<file path="src/hdl/queenPkg.sv">
`default_nettype none

package queenPkg;

	localparam int BoardN = 8;
	localparam int DiagN = 2 * BoardN - 1; // 15 diagonals per direction

	localparam logic OpPlace = 1'b0;
	localparam logic OpRemove = 1'b1;

	typedef logic [2:0] idx_t;

	typedef struct packed {
		idx_t row;
		idx_t col;
	} placement_t;

	// Puzzle as captured from the two input cycles
	typedef struct packed {
		logic [BoardN-1:0] rowFixed;
		idx_t [BoardN-1:0] fixedCol;
	} fixedSet_t;

	typedef struct packed {
		logic valid;
		logic op; // OpPlace or OpRemove
		idx_t row;
		idx_t col;
	} boardCmd_t;

	typedef idx_t [BoardN-1:0] colVec_t;

endpackage

`default_nettype wire
</file>
<file path="src/hdl/eightQueens.sv">
`timescale 1ns/1ps
`default_nettype none

module eightQueens (
	input  logic            clk,
	input  logic            rst_n,
	input  logic            inValid,
	input  queenPkg::idx_t  inRow,
	input  queenPkg::idx_t  inCol,
	output logic            outValid,
	output queenPkg::idx_t  out
);

	queenPkg::fixedSet_t fixedSet;
	queenPkg::boardCmd_t loadCmd;
	queenPkg::boardCmd_t searchCmd;
	queenPkg::colVec_t solution;
	queenPkg::idx_t queryRow;
	logic [queenPkg::BoardN-1:0] safeCols;
	logic start;
	logic clear;
	logic solved;

	placementLoader u_placementLoader (
		.clk      (clk),
		.rst_n    (rst_n),
		.inValid  (inValid),
		.inRow    (inRow),
		.inCol    (inCol),
		.fixedSet (fixedSet),
		.loadCmd  (loadCmd),
		.start    (start)
	);

	attackBoard u_attackBoard (
		.clk       (clk),
		.rst_n     (rst_n),
		.clear     (clear),
		.loadCmd   (loadCmd),
		.searchCmd (searchCmd),
		.queryRow  (queryRow),
		.safeCols  (safeCols)
	);

	backtrackSearch u_backtrackSearch (
		.clk       (clk),
		.rst_n     (rst_n),
		.start     (start),
		.fixedSet  (fixedSet),
		.safeCols  (safeCols),
		.queryRow  (queryRow),
		.searchCmd (searchCmd),
		.clear     (clear),
		.solution  (solution),
		.solved    (solved)
	);

	solutionSerializer u_solutionSerializer (
		.clk      (clk),
		.rst_n    (rst_n),
		.solved   (solved),
		.solution (solution),
		.outValid (outValid),
		.out      (out)
	);

endmodule

`default_nettype wire

</file>
<file path="src/hdl/solutionSerializer.sv">
`timescale 1ns/1ps
`default_nettype none

module solutionSerializer (
	input  logic               clk,
	input  logic               rst_n,
	input  logic               solved,
	input  queenPkg::colVec_t  solution,
	output logic               outValid,
	output queenPkg::idx_t     out
);

	queenPkg::colVec_t held;
	queenPkg::idx_t count;

	always_ff @(posedge clk) begin
		if (solved) begin
			held <= solution;
		end
	end

	always_ff @(posedge clk or negedge rst_n) begin
		if (!rst_n) begin
			outValid <= 1'b0;
			out <= '0;
			count <= '0;
		end else if (solved) begin
			outValid <= 1'b1;
			out <= solution[0]; // Row 0 goes out straight away
			count <= 3'd1;
		end else if (outValid) begin
			if (count == '0) begin
				// Wrapped past row 7
				outValid <= 1'b0;
				out <= '0;
			end else begin
				out <= held[count];
				count <= count + 1'b1;
			end
		end
	end

endmodule

`default_nettype wire

</file>
<file path="src/hdl/backtrackSearch.sv">
`timescale 1ns/1ps
`default_nettype none

module backtrackSearch (
	input  logic                         clk,
	input  logic                         rst_n,
	input  logic                         start,
	input  queenPkg::fixedSet_t          fixedSet,
	input  logic [queenPkg::BoardN-1:0]  safeCols,
	output queenPkg::idx_t               queryRow,
	output queenPkg::boardCmd_t          searchCmd,
	output logic                         clear,
	output queenPkg::colVec_t            solution,
	output logic                         solved
);

	localparam queenPkg::idx_t LastRow = queenPkg::idx_t'(queenPkg::BoardN - 1);

	logic busy;
	logic goingUp; // Set on arrival from below so this row's queen comes off first
	queenPkg::idx_t row;
	queenPkg::colVec_t chosen;
	logic [3:0] lowBound; // Lowest column still worth trying in this row

	logic rowIsFixed;
	logic [queenPkg::BoardN-1:0] candidates;
	logic found;
	queenPkg::idx_t pickCol;
	logic stepPlace;
	logic finishNow;

	assign queryRow = row;
	assign rowIsFixed = fixedSet.rowFixed[row];

	always_comb begin
		candidates = '0;
		pickCol = '0;
		for (int c = 0; c < queenPkg::BoardN; c++) begin
			candidates[c] = safeCols[c] && (c >= int'(lowBound));
		end
		for (int c = queenPkg::BoardN - 1; c >= 0; c--) begin
			if (candidates[c]) begin
				pickCol = queenPkg::idx_t'(c); // Lowest wins
			end
		end
		found = |candidates;
	end

	assign stepPlace = busy && !rowIsFixed && !goingUp && found;
	assign finishNow = busy && !goingUp && (row == LastRow) && (rowIsFixed || found);

	// Board takes the command on the same edge that the row moves on
	always_comb begin
		searchCmd = '0;
		if (busy && !rowIsFixed && goingUp) begin
			searchCmd = '{valid: 1'b1, op: queenPkg::OpRemove,
				row: row, col: chosen[row]};
		end else if (stepPlace) begin
			searchCmd = '{valid: 1'b1, op: queenPkg::OpPlace,
				row: row, col: pickCol};
		end
	end

	always_ff @(posedge clk or negedge rst_n) begin
		if (!rst_n) begin
			busy <= 1'b0;
			goingUp <= 1'b0;
			row <= '0;
			solved <= 1'b0;
			clear <= 1'b0;
		end else begin
			solved <= 1'b0;
			clear <= solved; // Empty the board once the answer is out
			if (!busy) begin
				if (start) begin
					busy <= 1'b1;
					goingUp <= 1'b0;
					row <= '0;
				end
			end else if (rowIsFixed) begin
				if (goingUp) begin
					row <= row - 1'b1;
				end else if (row == LastRow) begin
					busy <= 1'b0;
					solved <= 1'b1;
				end else begin
					row <= row + 1'b1;
				end
			end else if (goingUp) begin
				goingUp <= 1'b0;
			end else if (found) begin
				if (row == LastRow) begin
					busy <= 1'b0;
					solved <= 1'b1;
				end else begin
					row <= row + 1'b1;
				end
			end else begin
				goingUp <= 1'b1; // Back up a row from a dead end
				row <= row - 1'b1;
			end
		end
	end

	always_ff @(posedge clk) begin
		if (start && !busy) begin
			chosen <= fixedSet.fixedCol; // Fixed rows keep these entries
			lowBound <= '0;
		end else if (busy && !rowIsFixed) begin
			if (goingUp) begin
				lowBound <= {1'b0, chosen[row]} + 4'd1;
			end else if (found) begin
				chosen[row] <= pickCol;
				lowBound <= '0;
			end
		end
		if (finishNow) begin
			solution <= chosen;
			if (stepPlace) begin
				solution[row] <= pickCol;
			end
		end
	end

endmodule

`default_nettype wire

</file>
<file path="src/hdl/attackBoard.sv">
`timescale 1ns/1ps
`default_nettype none

module attackBoard (
	input  logic                         clk,
	input  logic                         rst_n,
	input  logic                         clear,
	input  queenPkg::boardCmd_t          loadCmd,
	input  queenPkg::boardCmd_t          searchCmd,
	input  queenPkg::idx_t               queryRow,
	output logic [queenPkg::BoardN-1:0]  safeCols
);

	localparam logic [3:0] MinusBase = 4'(queenPkg::BoardN - 1);

	logic [queenPkg::BoardN-1:0] colBusy;
	logic [queenPkg::DiagN-1:0] plusBusy;
	logic [queenPkg::DiagN-1:0] minusBusy;

	queenPkg::boardCmd_t cmd;
	logic [3:0] cmdPlus;
	logic [3:0] cmdMinus;
	logic setBit;

	function automatic logic [3:0] plusDiag(input queenPkg::idx_t r, input queenPkg::idx_t c);
		return {1'b0, r} + {1'b0, c};
	endfunction

	function automatic logic [3:0] minusDiag(input queenPkg::idx_t r, input queenPkg::idx_t c);
		return MinusBase + {1'b0, r} - {1'b0, c};
	endfunction

	// Loader and search never drive a command in the same cycle
	assign cmd = loadCmd.valid ? loadCmd : searchCmd;
	assign cmdPlus = plusDiag(cmd.row, cmd.col);
	assign cmdMinus = minusDiag(cmd.row, cmd.col);
	assign setBit = (cmd.op == queenPkg::OpPlace);

	always_ff @(posedge clk or negedge rst_n) begin
		if (!rst_n) begin
			colBusy <= '0;
			plusBusy <= '0;
			minusBusy <= '0;
		end else if (clear) begin
			colBusy <= '0;
			plusBusy <= '0;
			minusBusy <= '0;
		end else if (cmd.valid) begin
			colBusy[cmd.col] <= setBit;
			plusBusy[cmdPlus] <= setBit;
			minusBusy[cmdMinus] <= setBit;
		end
	end

	// Column is safe when its column and both diagonals are free
	always_comb begin
		for (int c = 0; c < queenPkg::BoardN; c++) begin
			safeCols[c] = !colBusy[c]
				&& !plusBusy[plusDiag(queryRow, queenPkg::idx_t'(c))]
				&& !minusBusy[minusDiag(queryRow, queenPkg::idx_t'(c))];
		end
	end

endmodule

`default_nettype wire

</file>
<file path="src/hdl/placementLoader.sv">
`timescale 1ns/1ps
`default_nettype none

module placementLoader (
	input  logic                 clk,
	input  logic                 rst_n,
	input  logic                 inValid,
	input  queenPkg::idx_t       inRow,
	input  queenPkg::idx_t       inCol,
	output queenPkg::fixedSet_t  fixedSet,
	output queenPkg::boardCmd_t  loadCmd,
	output logic                 start
);

	typedef enum logic [1:0] {
		LdIdle,
		LdSecond,
		LdLast
	} ldState_t;

	ldState_t state;
	queenPkg::placement_t inQueen;

	assign inQueen = '{row: inRow, col: inCol};

	always_ff @(posedge clk or negedge rst_n) begin
		if (!rst_n) begin
			state <= LdIdle;
			fixedSet <= '0;
			loadCmd <= '0;
			start <= 1'b0;
		end else begin
			loadCmd.valid <= 1'b0;
			start <= 1'b0;
			case (state)
				LdIdle: begin
					if (inValid) begin
						// First queen opens a new puzzle
						fixedSet.rowFixed <= '0;
						fixedSet.rowFixed[inQueen.row] <= 1'b1;
						fixedSet.fixedCol[inQueen.row] <= inQueen.col;
						loadCmd <= '{valid: 1'b1, op: queenPkg::OpPlace,
							row: inQueen.row, col: inQueen.col};
						state <= LdSecond;
					end
				end
				LdSecond: begin
					if (inValid) begin
						fixedSet.rowFixed[inQueen.row] <= 1'b1;
						fixedSet.fixedCol[inQueen.row] <= inQueen.col;
						loadCmd <= '{valid: 1'b1, op: queenPkg::OpPlace,
							row: inQueen.row, col: inQueen.col};
						state <= LdLast;
					end else begin
						state <= LdIdle; // Drop a broken pair
					end
				end
				LdLast: begin
					start <= 1'b1; // Board holds both queens by now
					state <= LdIdle;
				end
				default: state <= LdIdle;
			endcase
		end
	end

endmodule

`default_nettype wire

</file>
<file path="config.mk">
export PLATFORM = sky130hd
export DESIGN_NAME = eightQueens
export DESIGN_NICKNAME = d
export VERILOG_FILES = /design/src/hdl/queenPkg.sv /design/src/hdl/eightQueens.sv /design/src/hdl/solutionSerializer.sv /design/src/hdl/backtrackSearch.sv /design/src/hdl/attackBoard.sv /design/src/hdl/placementLoader.sv
export SDC_FILE = /design/constraint.sdc
export NUM_CORES = 1
export LEC_CHECK = 0
export BUFFER_PORTS_ARGS = -buffer_cell sky130_fd_sc_hd__buf_2
export CORE_ASPECT_RATIO = 1.2
export CORE_MARGIN = 1
export CORE_UTILIZATION = 58
export CTS_CLUSTER_SIZE = 8
export DETAILED_ROUTE_END_ITERATION = 12
export PLACE_DENSITY = 0.87
export SYNTH_ARGS = -nofsm -noshare
export SYNTH_HDL_FRONTEND = slang
export SYNTH_SLANG_ARGS = --single-unit
</file>
<file path="constraint.sdc">
create_clock -name clk -period 5.73 [get_ports clk]
set_input_delay 0.573 -clock clk [delete_from_list [all_inputs] [get_ports clk]]
set_output_delay 0.573 -clock clk [all_outputs]
set_load 0.05 [all_outputs]
</file>
---- Yosys cells after proc, flatten, opt, wreduce, memory -nomap -nowiden ----
Cells that the tools add are included.
word-level totals
  bits in registers ....................... 170
  output and inout port bits .............. 4
  logic and storage cells ................. 321
operators by class
  $add $sub $neg .......................... 21
  magnitude comparators ................... 34
  equality and inequality tests ........... 9
  mux-type cells .......................... 122
  bitwise logic cells ..................... 2
  reduce and logical (&&, ||, !) cells .... 83
operators with widths
  operator                                             count
  two-way mux 24 bit                                   5
  < comparator 4 x 5 -> 1 bit, second input constant   16
  two-way mux 3 bit                                    25
  two-way mux 32 bit                                   2
  one-hot mux 32 bit (2 select lines)                  1
  binary-select mux 1 bit (select 4 bit)               15
  two-way mux 15 bit                                   4
  two-way mux 8 bit                                    7
  bitwise mux 24 bit                                   2
  two-way mux 1 bit                                    43
  logical AND 1 bit                                    37
  bitwise mux 15 bit                                   2
  zero test 1 bit                                      27
  binary-select mux 3 bit (select 3 bit)               2
  demux 3 bit (select 3 bit)                           2
  >= comparator 3 x 4 -> 1 bit, first input constant   4
  < comparator 3 x 4 -> 1 bit, second input constant   4
  subtractor 4 x 3 -> 4 bit, second input constant     4
  nonzero test 2 bit                                   7
  adder 3 x 3 -> 4 bit, second input constant          3
  != test 2 bit, second input constant                 5
  AND reduction 2 bit                                  5
  >= comparator 3 x 1 -> 1 bit, second input constant  3
  adder 3 x 1 -> 4 bit, second input constant          2
  31 further kinds                                     44

---- Longest topological paths before layout ----
Gate-level depths: netlist (run 1).
  depth after elaboration ................. 27
  gate-level depth with buffers ........... 28

---- Hierarchy ----
Synthesis (run 1) repeated with hierarchy kept, for this count alone.
second synthesis, totals
  cells, all modules ...................... 880
  area, all modules ....................... 10034.6 um2
by module, submodules not included
  module              instances  cells an instance  area an instance (um2)  sequential area each (um2)
  attackBoard         1          365                3644.7                  950.9
  backtrackSearch     1          321                3483.3                  1696.6
  placementLoader     1          117                1617.8                  1051.0
  solutionSerializer  1          77                 1288.7                  895.9

---- Worst setup path before layout (run 1) ----
OpenSTA, ideal clock, no wires.
  kind .................................... register -> register
  start point ............................. register u_backtrackSearch.row[0], in the netlist u_backtrackSearch.queryRow[0]
  end point ............................... register u_attackBoard.plusBusy[13] in the netlist's numbering
  setup time .............................. 0.129 ns
  arrival ................................. 5.421 ns
  setup slack ............................. 0.180 ns
  stages on the path, launching flop included .. 26
  buffers on the path ..................... 5
  cells stage by stage .................... dfrtp_1 buf_6 inv_1 buf_4 buf_2 ha_1 xor2_2 inv_2 ha_1 xnor2_1 mux4_2 a2111oi_4 a211oi_4 a211oi_2 a211o_1 buf_6 nand2_1 inv_1 ha_1 inv_1 fa_1 clkbuf_1 nor2b_1 a21oi_1 o21ai_0 o21ai_0
on the way
  longest elaborated chain between the ends .. 26
RTL lines
  element                                                                                                   line                                  RTL
  start: declaration                                                                                        backtrackSearch.sv:21                 queenPkg::idx_t row;
  start signal: assignment                                                                                  backtrackSearch.sv:82                 row <= row - 1'b1;
  start signal: assignment                                                                                  backtrackSearch.sv:87                 row <= row + 1'b1;
  start signal: assignment                                                                                  backtrackSearch.sv:96                 row <= row + 1'b1;
  adder 3 x 3 -> 4 bit                                                                                      attackBoard.sv:26, attackBoard.sv:30
  subtractor 4 x 3 -> 4 bit / binary-select mux 1 bit (select 4 bit) (equally long branches)                attackBoard.sv:30, attackBoard.sv:59
  binary-select mux 1 bit (select 4 bit) / two-way mux 1 bit (equally long branches)                        attackBoard.sv:60, attackBoard.sv:59
  two-way mux 1 bit (not written as such) / zero test 1 bit (equally long branches)                         attackBoard.sv:60, attackBoard.sv:59
  zero test 1 bit / logical AND 1 bit (equally long branches)                                               attackBoard.sv:60, attackBoard.sv:59
  logical AND 1 bit                                                                                         attackBoard.sv:60                     && !minusBusy[minusDiag(queryRow, queenPkg::idx_t'(c))];
  logical AND 1 bit                                                                                         backtrackSearch.sv:39                 candidates[c] = safeCols[c] && (c >= int'(lowBound));
  two-way mux 3 bit (8 in a row)                                                                            backtrackSearch.sv:42                 if (candidates[c]) begin
  [3 not listed]                                                                                            n/a
  adder 3 x 3 -> 4 bit                                                                                      attackBoard.sv:26                     return {1'b0, r} + {1'b0, c};
  < comparator 4 x 5 -> 1 bit (not written as such) / >= comparator 4 x 1 -> 1 bit (equally long branches)  attackBoard.sv:50                     plusBusy[cmdPlus] <= setBit;
  logical AND 1 bit (not written as such)                                                                   attackBoard.sv:50
  two-way mux 1 bit (not written as such)                                                                   attackBoard.sv:50
  demux 1 bit (select 4 bit)                                                                                n/a
  bitwise mux 15 bit                                                                                        attackBoard.sv:50
  two-way mux 15 bit                                                                                        attackBoard.sv:48                     end else if (cmd.valid) begin
  two-way mux 15 bit                                                                                        attackBoard.sv:44                     end else if (clear) begin
  end signal: indexed assignment                                                                            attackBoard.sv:50
  end: declaration                                                                                          attackBoard.sv:17                     logic [queenPkg::DiagN-1:0] plusBusy;
Mark *: on every way between the ends. The rest lies on a longest branch, timed or not. The select of a mux whose other input is x is not followed.
A chain may end at the register's enable or synchronous reset.

---- Worst setup path after layout (run 1) ----
  start point ............................. register u_backtrackSearch.row[1], in the netlist u_backtrackSearch.queryRow[1]
  end point ............................... register u_attackBoard.plusBusy[2] in the netlist's numbering
Same word-level chain as after synthesis.

==> results by group, run 1 <==
Worst hold path
  • Hold Startpoint: u_backtrackSearch.solution[11]
  • WHS Endpoint: u_solutionSerializer.held[11]
  • Hold-critical path depth: 0
  • HP Class: reg2reg

Yosys
  • Top cells by instance count after synthesis: nand2_1 (112), dfrtp_1 (94), o21ai_0 (91)
  • Synth Register Bits: 170
  • Yosys cell types: 79
  • Count leader, synth: nand2_1
  • Synth area leaders: dfrtp_1 (24%), edfxtp_1 (22%), mux4_2 (7.3%), mux2_2 (6.4%), mux2i_1 (5.5%)
  • Synthesized area: roughly 0.0099 sq mm
  • Synth async-reset ratio: 55.3%
  • Cell taking the most area after synthesis: dfrtp_1
  • Top cell type's share of synthesized area: a little under a quarter
  • Ys Warns: 0
  • Syn Inst Count: 887
  • Mean area per synthesized cell: between 10 and 15 sq um
  • Sequential fraction of the synthesis area: a little under half
  • Main synth FF type: dfrtp_1
  • Syn nets: ~920
  • Number of synthesized flops with an enable pin: slightly above 70

GRT
  • Met2 usage: ~43%
  • Vias in the first global route: around 7000
  • Grt ovf: 0
  • Grt peak-use layer: met2
  • Total GRT Usage: 27.6%
  • Global-route wire length before repair: around 37000 um
  • Grt met1 use: 37.7%
  • Initial antenna violation count: 0
  • Grt met3 use: 5.88%
  • Largest net degree at the start of global routing: between 80 and 90

CTS
  • CTS Buf Count: 17
  • Clock sink count: 170
  • Clk_lat worst skew: between 0.4 and 0.5 ns
  • Clock-pin slew on the worst setup and hold paths: roughly 0.070 ns
  • Post-CTS setup buffer count: 0
  • TritonCTS clock tree: built
  • CTS Buffer Depth: 2
  • H-tree depth: 4
  • CTS root buffer: clkbuf_16

Critical path
  • Crit path launch type: flip-flop
  • Critical path class: reg2reg
  • Critical Path AT: ~5.7 ns
  • WP data required: a little over 6 ns
  • Worst Reg-to-Reg Cells: 21
  • R2R setup slack: ~0.39 ns
  • CP max FO: 11
  • Critical Path Sink Type: flip-flop
  • R2r startpoint: u_backtrackSearch.queryRow[1]
  • R2R Path End: u_attackBoard.plusBusy[2]

Placement
  • Setup WS pre-CTS: 0.301 ns
  • Final HPWL DP: approximately 16000 um
  • GPL Wtd Cong: ~0.9
  • Port bufs: 12
  • Placed cell area: 0.0101 sq mm

Route
  • Initial DRC count: around 800
  • Vias per cell: 6.54
  • Post-DRT Antenna Nets: 0
  • DRC: 0
  • WL/cell: just over 20 um
  • Detailed-route wire length: between 20000 and 25000 um
  • Via count: around 7300
  • Pre-Repair DR Iteration Count: 5

Run
  • Max Cap Violations: 0

Timing
  • RSZ-0062 raised after global routing: no
  • Final slew viol count: 0
  • Setup_tns: 0 ns
  • Least-Margin Pin Slew: 1.22 ns
  • Setup violations, final: 0
  • Hold slack: between 0.4 and 0.5 ns
  • Final setup margin: roughly 0.39 ns
  • Min cycle time layout: about 5.3 ns
  • Clock skew: 0.0130 ns
  • Hold Vio Cnt, Final: 0
  • Fmax achieved: 187 MHz
  • Worst slew margin: about a fifth
  • Crit share post-route: roughly 93%

Final layout
  • Register area: approximately 0.0046 sq mm
  • Layout area overhead: 7.99%
  • Multi-input gate area: 0.00497 sq mm
  • Nets: 920
  • Fillers: roughly 1200
  • N_diodes: 0
  • Layout cell share with drive strength beyond 1: 20.8%
  • Design area: about 0.011 sq mm

Floorplanning
  • Initial Util: ~60%
  • Die ar.: between 0.015 and 0.02 sq mm
  • Core area: between 0.015 and 0.02 sq mm
  • Height of the chip: ~150 um
  • Row count: 52
  • # IOs: 13
  • Die X: ~120 um

Outcome
  • Status: finished, final reports clean
==> cells in the final DEF (no fill, tap or decap), types with 9 or more instances in the layout <==
master     netlist  layout
mux2i_1         55      55
o21ai_1         10      11
edfxtp_1        72      72
buf_2            4      11
inv_1           17      17
nand3_1         12      12
mux2_2          56      56
mux4_2          32      32
buf_4            5      18
clkbuf_16        0      17
nor2_1          39      39
o21ai_0         91      90
ha_1            21      21
nor2b_1         10       9
dfrtp_1         94      93
nand2b_1        20      20
nand2_1        112     112
a21oi_1         51      51
nor3_1          17      17
==> cell type report <==
cell class,instances,share of cell area (%)
Tap cell,216,2.52
Multi-Input combinational cell,646,46.3
Sequential cell,170,42.9
Timing Repair Buffer,31,1.97
Inverter,22,0.770
Clock buffer,21,4.29
Clock inverter,11,1.28
==> sequential cells by signal (all words and copies together), names as in the netlist <==
signal / flops
u_placementLoader.fixedSet: 32
u_backtrackSearch.chosen: 24
u_backtrackSearch.solution: 24
u_solutionSerializer.held: 24
u_attackBoard.minusBusy: 15
u_attackBoard.plusBusy: 15
u_attackBoard.colBusy: 8
u_placementLoader.loadCmd: 7
u_backtrackSearch.lowBound: 4
u_backtrackSearch.queryRow: 3
u_solutionSerializer.count: 3
u_solutionSerializer.out: 3
u_placementLoader.state: 2
u_backtrackSearch.busy: 1
u_backtrackSearch.clear: 1
u_backtrackSearch.goingUp: 1
u_backtrackSearch.solved: 1
u_placementLoader.start: 1
u_solutionSerializer.outValid: 1
==> per-stage QoR <==
step,std cells,util [%]
after global placement,1084,60.2
after detailed placement,1084,60.2
final,1117,63.9
after global routing,1117,63.9
after floorplan,887,-
after CTS,1117,63.8
==> metal layers <==
metal / wire length, um / vias up / part of all wire (%)
met5: 0 / - / 0
met2: 11200 / 400 / 48
met4: 716 / 0 / 3.1
li1: - / 3291 / -
met1: 9420 / 3538 / 41
met3: 1870 / 73 / 8.1
==> critical path, stage by stage, from the launching register on <==
cell and delay (ns):
dfrtp_1 0.38, inv_1 0.09, ha_1 0.45, inv_1 0.17, ha_1 0.27, xnor2_1 0.13
o21ai_0 0.22, mux4_2 0.57, o21ai_1 0.13, o21ai_1 0.12, nor2b_1 0.38, a211oi_2 0.15
a211o_2 0.43, nand2_1 0.14, inv_1 0.09, ha_1 0.21, inv_1 0.07, fa_2 0.51
nor2b_1 0.34, a21oi_1 0.11, o21ai_0 0.15, o21ai_0 0.10
==> repair_timing <==
| item | in CTS | in global routing |
|---|---|---|
| resized for setup | 0 | 4 |
| hold endpoints to repair | 10 | 0 |
| hold buffers | 1 | 0 |
| endpoints found under the setup margin | 0 | 24 |
==> kinds of logic after synthesis <==
logic type               synth area share, %
AND/OR/NAND/NOR                         12.0
XOR/XNOR                                1.05
buffers and inverters                   3.79
adder cells (fa/ha/maj)                 3.05
AO/OA/AOI/OAI                           13.8
multiplexers                            20.0
flip-flops                              46.3
==> worst max path at each step <==
stage                                              from  slack [ns]                    endpoint  cells after the start
after detailed placement  u_backtrackSearch.queryRow[0]        0.30  u_attackBoard.minusBusy[1]                     17
after floorplan           u_backtrackSearch.queryRow[0]        0.18  u_attackBoard.plusBusy[13]                     25
after CTS                 u_backtrackSearch.queryRow[0]        0.27  u_attackBoard.minusBusy[1]                     17
after global placement    u_backtrackSearch.queryRow[0]        0.39  u_attackBoard.minusBusy[7]                     17
after global routing      u_backtrackSearch.queryRow[1]        0.07   u_attackBoard.plusBusy[1]                     20
final                     u_backtrackSearch.queryRow[1]        0.39   u_attackBoard.plusBusy[2]                     21
Power of run 1 is left out: the tool's default activity adds up to more than one toggle a clock period on the data nets, which glitch-free logic cannot reach.
==> inputs of run 2 (changes only) <==
--- a/config.mk
+++ b/config.mk
@@ -6,11 +6,13 @@
 export NUM_CORES = 1
 export LEC_CHECK = 0
 export BUFFER_PORTS_ARGS = -buffer_cell sky130_fd_sc_hd__buf_2
-export CORE_ASPECT_RATIO = 1.2
+export CORE_ASPECT_RATIO = 1.75
 export CORE_MARGIN = 1
 export CORE_UTILIZATION = 58
 export CTS_CLUSTER_SIZE = 8
 export DETAILED_ROUTE_END_ITERATION = 12
+export GPL_ROUTABILITY_DRIVEN = 0
+export GPL_TIMING_DRIVEN = 0
 export PLACE_DENSITY = 0.87
 export SYNTH_ARGS = -nofsm -noshare
 export SYNTH_HDL_FRONTEND = slang
==> run 2 against run 1 <==
The flow now finishes with violations (DRC). Sequential share of layout area fell by 1.9 points. Setup slack lost 0.29 ns. Register-to-register slack worse by 0.29 ns. Via count up 4.6%. Wire length rose by 11%.
==> results by group, run 2 (synthesized netlist as in run 1, its figures left out) <==
CTS
  • CTS root buffer: clkbuf_16 (unchanged)
  • CTS Buf Count: 17 (unchanged)
  • Clock-pin slew on the worst setup and hold paths: 0.08 ns (was 0.07 ns)
  • H-tree depth: 4 (unchanged)
  • CTS Buffer Depth: 2 (unchanged)
  • TritonCTS clock tree: built (unchanged)
  • Clock sink count: 170 (unchanged)
  • Hold_buf cts: 0 (was 1)
  • Clk_lat worst skew: 0.45 ns (was 0.43 ns)

Final layout
  • Most frequent cells in the layout: nand2_1 (112), dfrtp_1 (94), o21ai_0 (87) (was nand2_1 (112), dfrtp_1 (93), o21ai_0 (90))
  • Biggest register: u_placementLoader.fixedSet (unchanged)
  • Nets: 969 (was 920)
  • N_diodes: 0 (unchanged)
  • Max reg flops: 32 (unchanged)
  • Post-Layout Cell Count: 1177 (was 1117)
  • Layout area overhead: 12.9% (was 7.99%)
  • Layout cell share with drive strength beyond 1: 24.4% (was 20.8%)
  • Most common cell after layout, fill and taps aside: nand2_1 (unchanged)

Route
  • Via count: 7637 (was 7302)
  • Metal3 WL: 1490 um (was 1870 um)
  • Post-DRT Antenna Nets: 0 (unchanged)
  • WL/cell: 21.8 um (was 20.7 um)
  • DRC: 1 (was 0)
  • Top Layer Used: met4 (unchanged)
  • Pre-Repair DR Iteration Count: 9 (was 5)
  • Metal2 WL: 13500 um (was 11200 um)
  • Detailed-route wire length: 25700 um (was 23200 um)
  • Initial DRC count: 695 (was 784)
  • WL met1: 8830 um (was 9420 um)
  • Vias per cell: 6.49 (was 6.54)

GRT
  • Grt ovf: 0 (unchanged)
  • Largest net degree at the start of global routing: 62 (was 85)
  • Vias in the first global route: 7678 (was 7016)
  • Total GRT Usage: 31.1% (was 27.6%)
  • Initial antenna violation count: 0 (unchanged)
  • Global-route wire length before repair: 41000 um (was 37400 um)

Floorplanning
  • # IOs: 13 (unchanged)
  • Die X: 101 um (was 121 um)
  • Core area: 0.0169 sq mm (was 0.0168 sq mm)
  • Height of the chip: 175 um (was 145 um)
  • Initial Util: 58.9% (was 59.2%)
  • Row count: 63 (was 52)
  • Die ar.: 0.0177 sq mm (about the same)

Timing
  • Setup violations, final: 0 (unchanged)
  • Setup_tns: 0 ns (unchanged)
  • Final setup margin: 0.101 ns (was 0.390 ns)
  • Least-Margin Pin Slew: 1.13 ns (was 1.22 ns)
  • Clock skew: 0.0115 ns (was 0.0130 ns)
  • Fmax achieved: 178 MHz (was 187 MHz)
  • Crit share post-route: 98.2% (was 93.2%)
  • Min cycle time layout: 5.63 ns (was 5.34 ns)
  • Final slew viol count: 0 (unchanged)
  • Hold Vio Cnt, Final: 0 (unchanged)
  • Worst slew margin: 24.6% (was 18.7%)

Critical path
  • Critical Path Sink Type: flip-flop (unchanged)
  • Critical path class: reg2reg (unchanged)
  • CP max FO: 10 (was 11)
  • WP data required: 6.03 ns (was 6.04 ns)
  • Crit path launch type: flip-flop (unchanged)
  • Critical Path AT: 5.93 ns (was 5.65 ns)

Placement
  • Port bufs: 12 (unchanged)
  • Placed Cells: 1127 (was 1084)
  • Final HPWL DP: 18100 um (was 16000 um)
  • Setup WS pre-CTS: -0.962 ns (was 0.301 ns)

Outcome
  • Failing checks: DRC
  • Status: finished with violations (was finished, final reports clean)

Worst hold path
  • HP Class: in2async (was reg2reg)

Run
  • Max Cap Violations: 0 (unchanged)
==> run 2: changes by cell type in the layout (fill, tap and decap cells not counted), sizes merged <==
cell,previous run,this run
buf,30,54
bufinv,2,1
clkbuf,21,43
clkinvlp,1,4
dlygate4sd3,1,0
inv,25,27
==> run 2: worst paths after layout <==
path / start / endpoint / slack [ns] / depth (start not counted)
min: rst_n / u_solutionSerializer.out[1] / 0.06 / 1
max: u_backtrackSearch.queryRow[0] / u_attackBoard.plusBusy[9] / 0.10 / 25
min reg2reg: u_backtrackSearch.solution[8] / u_solutionSerializer.held[8] / 0.42 / 0
min in group clk: inRow[0] / u_placementLoader.loadCmd[3] / 0.41 / 3
max in group asynchronous: rst_n / u_attackBoard.plusBusy[14] / 4.96 / 2
max reg2reg: u_backtrackSearch.queryRow[0] / u_attackBoard.plusBusy[9] / 0.10 / 25
==> run 2: area by class of cell <==
| type | instances | area, sq um |
|---|---|---|
| multi-input cells | 646 | 5090 |
| flip-flops and latches | 170 | 4590 |
| repair buffers | 32 | 233 |
| clock inverters | 15 | 179 |
| clock buffers | 17 | 425 |
| fillers | 1177 | 5660 |
| plain buffers | 48 | 317 |
| inverters | 22 | 88.8 |
| well taps | 227 | 284 |
==> run 2: worst max-delay path, cell delays in order, from the launching register on <==
cell	delay, ns
dfrtp_1	0.37
buf_6	0.13
inv_1	0.06
buf_6	0.16
buf_8	0.16
ha_4	0.28
buf_6	0.14
buf_6	0.17
mux2i_1	0.34
mux2i_1	0.15
mux4_2	0.55
a2111oi_4	0.47
a211oi_4	0.12
a211oi_4	0.28
a211o_1	0.18
buf_6	0.15
nand2_1	0.09
inv_1	0.10
ha_1	0.18
inv_1	0.06
fa_1	0.55
buf_6	0.17
nor2b_4	0.22
a21oi_1	0.08
o21ai_0	0.18
o21ai_0	0.13
==> run 2: repair_timing <==
item,CTS,global route
pin swaps,7,6
endpoints found under the setup margin,55,30
setup buffers,9,10
gates resized for setup,21,23
==> run 2: metrics by stage <==
step	util [%]	hold slack, ns	area [sq um]
finish	66.5	0.0639	11200
global route	66.5	0.107	11200
CTS	65.6	0.0728	11100
detailed placement	61.1	0.405	10300
global placement	60.9	0.402	10300
floorplan	-	0.277	9930
==> run 2: metal layers <==
metal,up-vias,GRT usage (%)
met5,-,0
li1,3388,-
met3,148,5.80
met4,0,20.2
met1,3675,34.2
met2,426,54.0
Power of run 2 is left out for the same reason.
==> inputs of run 3 (changes only) <==
--- a/config.mk
+++ b/config.mk
@@ -6,9 +6,11 @@
 export NUM_CORES = 1
 export LEC_CHECK = 0
 export BUFFER_PORTS_ARGS = -buffer_cell sky130_fd_sc_hd__buf_2
+export CELL_PAD_IN_SITES_DETAIL_PLACEMENT = 0
+export CELL_PAD_IN_SITES_GLOBAL_PLACEMENT = 1
 export CORE_ASPECT_RATIO = 1.75
 export CORE_MARGIN = 1
-export CORE_UTILIZATION = 58
+export CORE_UTILIZATION = 47
 export CTS_CLUSTER_SIZE = 8
 export DETAILED_ROUTE_END_ITERATION = 12
 export GPL_ROUTABILITY_DRIVEN = 0
==> run 3 against run 2 <==
The run still ends with DRC left. Die area grew 23%. Clock skew rose by 0.016 ns. Sequential share of layout area decreased by 0.24 points. Count of clock-buffer cells in the layout stayed put. Via count is 3.2% lower. Hold slack gained 0.073 ns. Fmax increased by 2.5%. Core utilization down 12 points. Global-route usage fell by 6.0 points.
==> results by group, run 3 (synthesized netlist as in run 1, its figures left out) <==
Floorplanning
  • Core area: 0.0208 sq mm (was 0.0169 sq mm)
  • Initial Util: 47.6% (was 58.9%)
  • Row count: 70 (was 63)
  • Die ar.: 0.0217 sq mm (was 0.0177 sq mm)
  • # IOs: 13 (unchanged)
  • Die X: 112 um (was 101 um)
  • Height of the chip: 194 um (was 175 um)

Final layout
  • Fillers: 1757 (was 1177)
  • N_diodes: 0 (unchanged)
  • Max reg flops: 32 (unchanged)
  • Most common cell after layout, fill and taps aside: nand2_1 (unchanged)
  • Layout area overhead: 13.6% (was 12.9%)
  • Final Util: 54.1% (was 66.5%)
  • Register area: 0.00459 sq mm (unchanged)
  • Nets: 967 (was 969)
  • Biggest register: u_placementLoader.fixedSet (unchanged)
  • Layout cell share with drive strength beyond 1: 24.8% (was 24.4%)
  • Design area: 0.0113 sq mm (was 0.0112 sq mm)
  • Most frequent cells in the layout: nand2_1 (110), dfrtp_1 (94), o21ai_0 (86) (was nand2_1 (112), dfrtp_1 (94), o21ai_0 (87))
  • Multi-input gate area: 0.00511 sq mm (was 0.00509 sq mm)

Timing
  • RSZ-0062 raised after global routing: yes
  • Final setup margin: 0.239 ns (was 0.101 ns)
  • Final slew viol count: 0 (unchanged)
  • Worst slew margin: 25.6% (was 24.6%)
  • Hold Vio Cnt, Final: 0 (unchanged)
  • Least-Margin Pin Slew: 1.12 ns (was 1.13 ns)
  • Clock skew: 0.0274 ns (was 0.0115 ns)
  • Crit share post-route: 95.8% (was 98.2%)
  • Setup violations, final: 0 (unchanged)
  • Setup_tns: 0 ns (unchanged)
  • Fmax achieved: 182 MHz (was 178 MHz)
  • Min cycle time layout: 5.49 ns (was 5.63 ns)

Route
  • Post-DRT Antenna Nets: 0 (unchanged)
  • Detailed-route wire length: 25800 um (was 25700 um)
  • DRC: 1 (unchanged)
  • Via count: 7390 (was 7637)
  • Pre-Repair DR Iteration Count: 9 (unchanged)
  • WL/cell: 21.5 um (was 21.8 um)
  • Initial DRC count: 468 (was 695)
  • Vias per cell: 6.16 (was 6.49)

GRT
  • Initial antenna violation count: 0 (unchanged)
  • Grt ovf: 0 (unchanged)
  • Largest net degree at the start of global routing: 54 (was 62)
  • Global-route wire length before repair: 41100 um (was 41000 um)
  • Total GRT Usage: 25.1% (was 31.1%)
  • Vias in the first global route: 7660 (was 7678)

Worst hold path
  • HP Class: in2async (unchanged)

Outcome
  • Failing checks: DRC (unchanged)
  • Status: finished with violations (unchanged)

Run
  • Max Cap Violations: 0 (unchanged)

Critical path
  • WP data required: 6.04 ns (was 6.03 ns)
  • Critical Path Sink Type: flip-flop (unchanged)
  • Worst Reg-to-Reg Cells: 23 (was 25)
  • Crit path launch type: flip-flop (unchanged)
  • R2r startpoint: u_backtrackSearch.queryRow[0] (unchanged)
  • CP max FO: 10 (unchanged)
  • Critical Path AT: 5.80 ns (was 5.93 ns)
  • R2R setup slack: 0.24 ns (was 0.10 ns)
  • Critical path class: reg2reg (unchanged)
  • R2R Path End: u_attackBoard.minusBusy[2] (was u_attackBoard.plusBusy[9])

CTS
  • Clock-pin slew on the worst setup and hold paths: 0.07 ns (was 0.08 ns)
  • CTS root buffer: clkbuf_16 (unchanged)
  • Hold_buf cts: 0 (unchanged)
  • Clock sink count: 170 (unchanged)
  • H-tree depth: 4 (unchanged)
  • CTS Buffer Depth: 2 (unchanged)
  • Clk_lat worst skew: 0.45 ns (about the same)
  • CTS Buf Count: 17 (unchanged)
  • TritonCTS clock tree: built (unchanged)

Placement
  • Port bufs: 12 (unchanged)
  • Setup WS pre-CTS: -1.16 ns (was -0.962 ns)
  • Placed cell area: 0.0103 sq mm (about the same)
  • Final HPWL DP: 19400 um (was 18100 um)
run 3: changes by cell type in the layout (fill, tap and decap cells not counted), sizes merged:
cell	change
bufinv	-1
buf	-3
clkinvlp	-3
clkinv	+4
clkbuf	+1
run 3: what timing repair did:
action                                 in CTS  in global routing
setup buffers                               9                  7
pin swaps                                   6                  4
setup endpoints to repair                  55                 30
endpoints found under the hold margin       0                  0
resized for setup                          25                 29
run 3: how the worst max path moves through the flow:
stage	from	endpoint
2_1_floorplan	u_backtrackSearch.queryRow[0]	u_attackBoard.plusBusy[13]
3_3_place_gp	u_backtrackSearch.queryRow[0]	u_attackBoard.plusBusy[13]
3_5_place_dp	u_backtrackSearch.queryRow[0]	u_attackBoard.plusBusy[9]
4_1_cts	u_backtrackSearch.queryRow[0]	u_attackBoard.plusBusy[12]
5_1_grt	u_backtrackSearch.queryRow[0]	u_attackBoard.plusBusy[3]
6_report	u_backtrackSearch.queryRow[0]	u_attackBoard.minusBusy[2]
run 3: final cells by class:
| class | count | area share (%) |
|---|---|---|
| buffer | 49 | 2.94 |
| clock buffer | 17 | 3.77 |
| clock inverter | 15 | 1.74 |
| inverter | 22 | 0.788 |
| multi-input combinational | 646 | 45.4 |
| sequential | 170 | 40.7 |
| tap | 252 | 2.80 |
| timing repair buffer | 29 | 1.86 |
run 3: routing by layer:
| layer | up-vias | share of wire, % | track usage, % |
|---|---|---|---|
| li1 | 3394 | - | - |
| met1 | 3608 | 35 | 25.9 |
| met2 | 277 | 54 | 45.7 |
| met3 | 111 | 3.7 | 3.09 |
| met4 | 0 | 8.0 | 19.1 |
| met5 | - | 0 | 0 |
run 3: through the flow:
step | cells | hold WS (ns)
6_report | 1200 | 0.137
5_1_grt | 1200 | 0.183
4_1_cts | 1193 | 0.146
3_5_place_dp | 1152 | 0.405
3_3_place_gp | 1151 | 0.404
2_1_floorplan | 887 | 0.277
run 3: worst max-delay path, stage by stage, from the launching register on:
cell and delay (ns):
dfrtp_1 0.37, buf_6 0.12, inv_1 0.07, buf_8 0.16, buf_8 0.16, ha_4 0.30
buf_8 0.16, buf_12 0.16, mux4_2 0.55, mux2_2 0.29, nor4_2 0.18, o21ai_2 0.11
o21bai_1 0.20, a2111o_1 0.42, o311ai_4 0.10, a211o_1 0.19, buf_6 0.15, nand2_1 0.08
ha_1 0.23, fa_1 0.66, nor2b_2 0.30, a21oi_1 0.09, o21ai_0 0.17, o21ai_0 0.11
Power of run 3 is left out for the same reason.
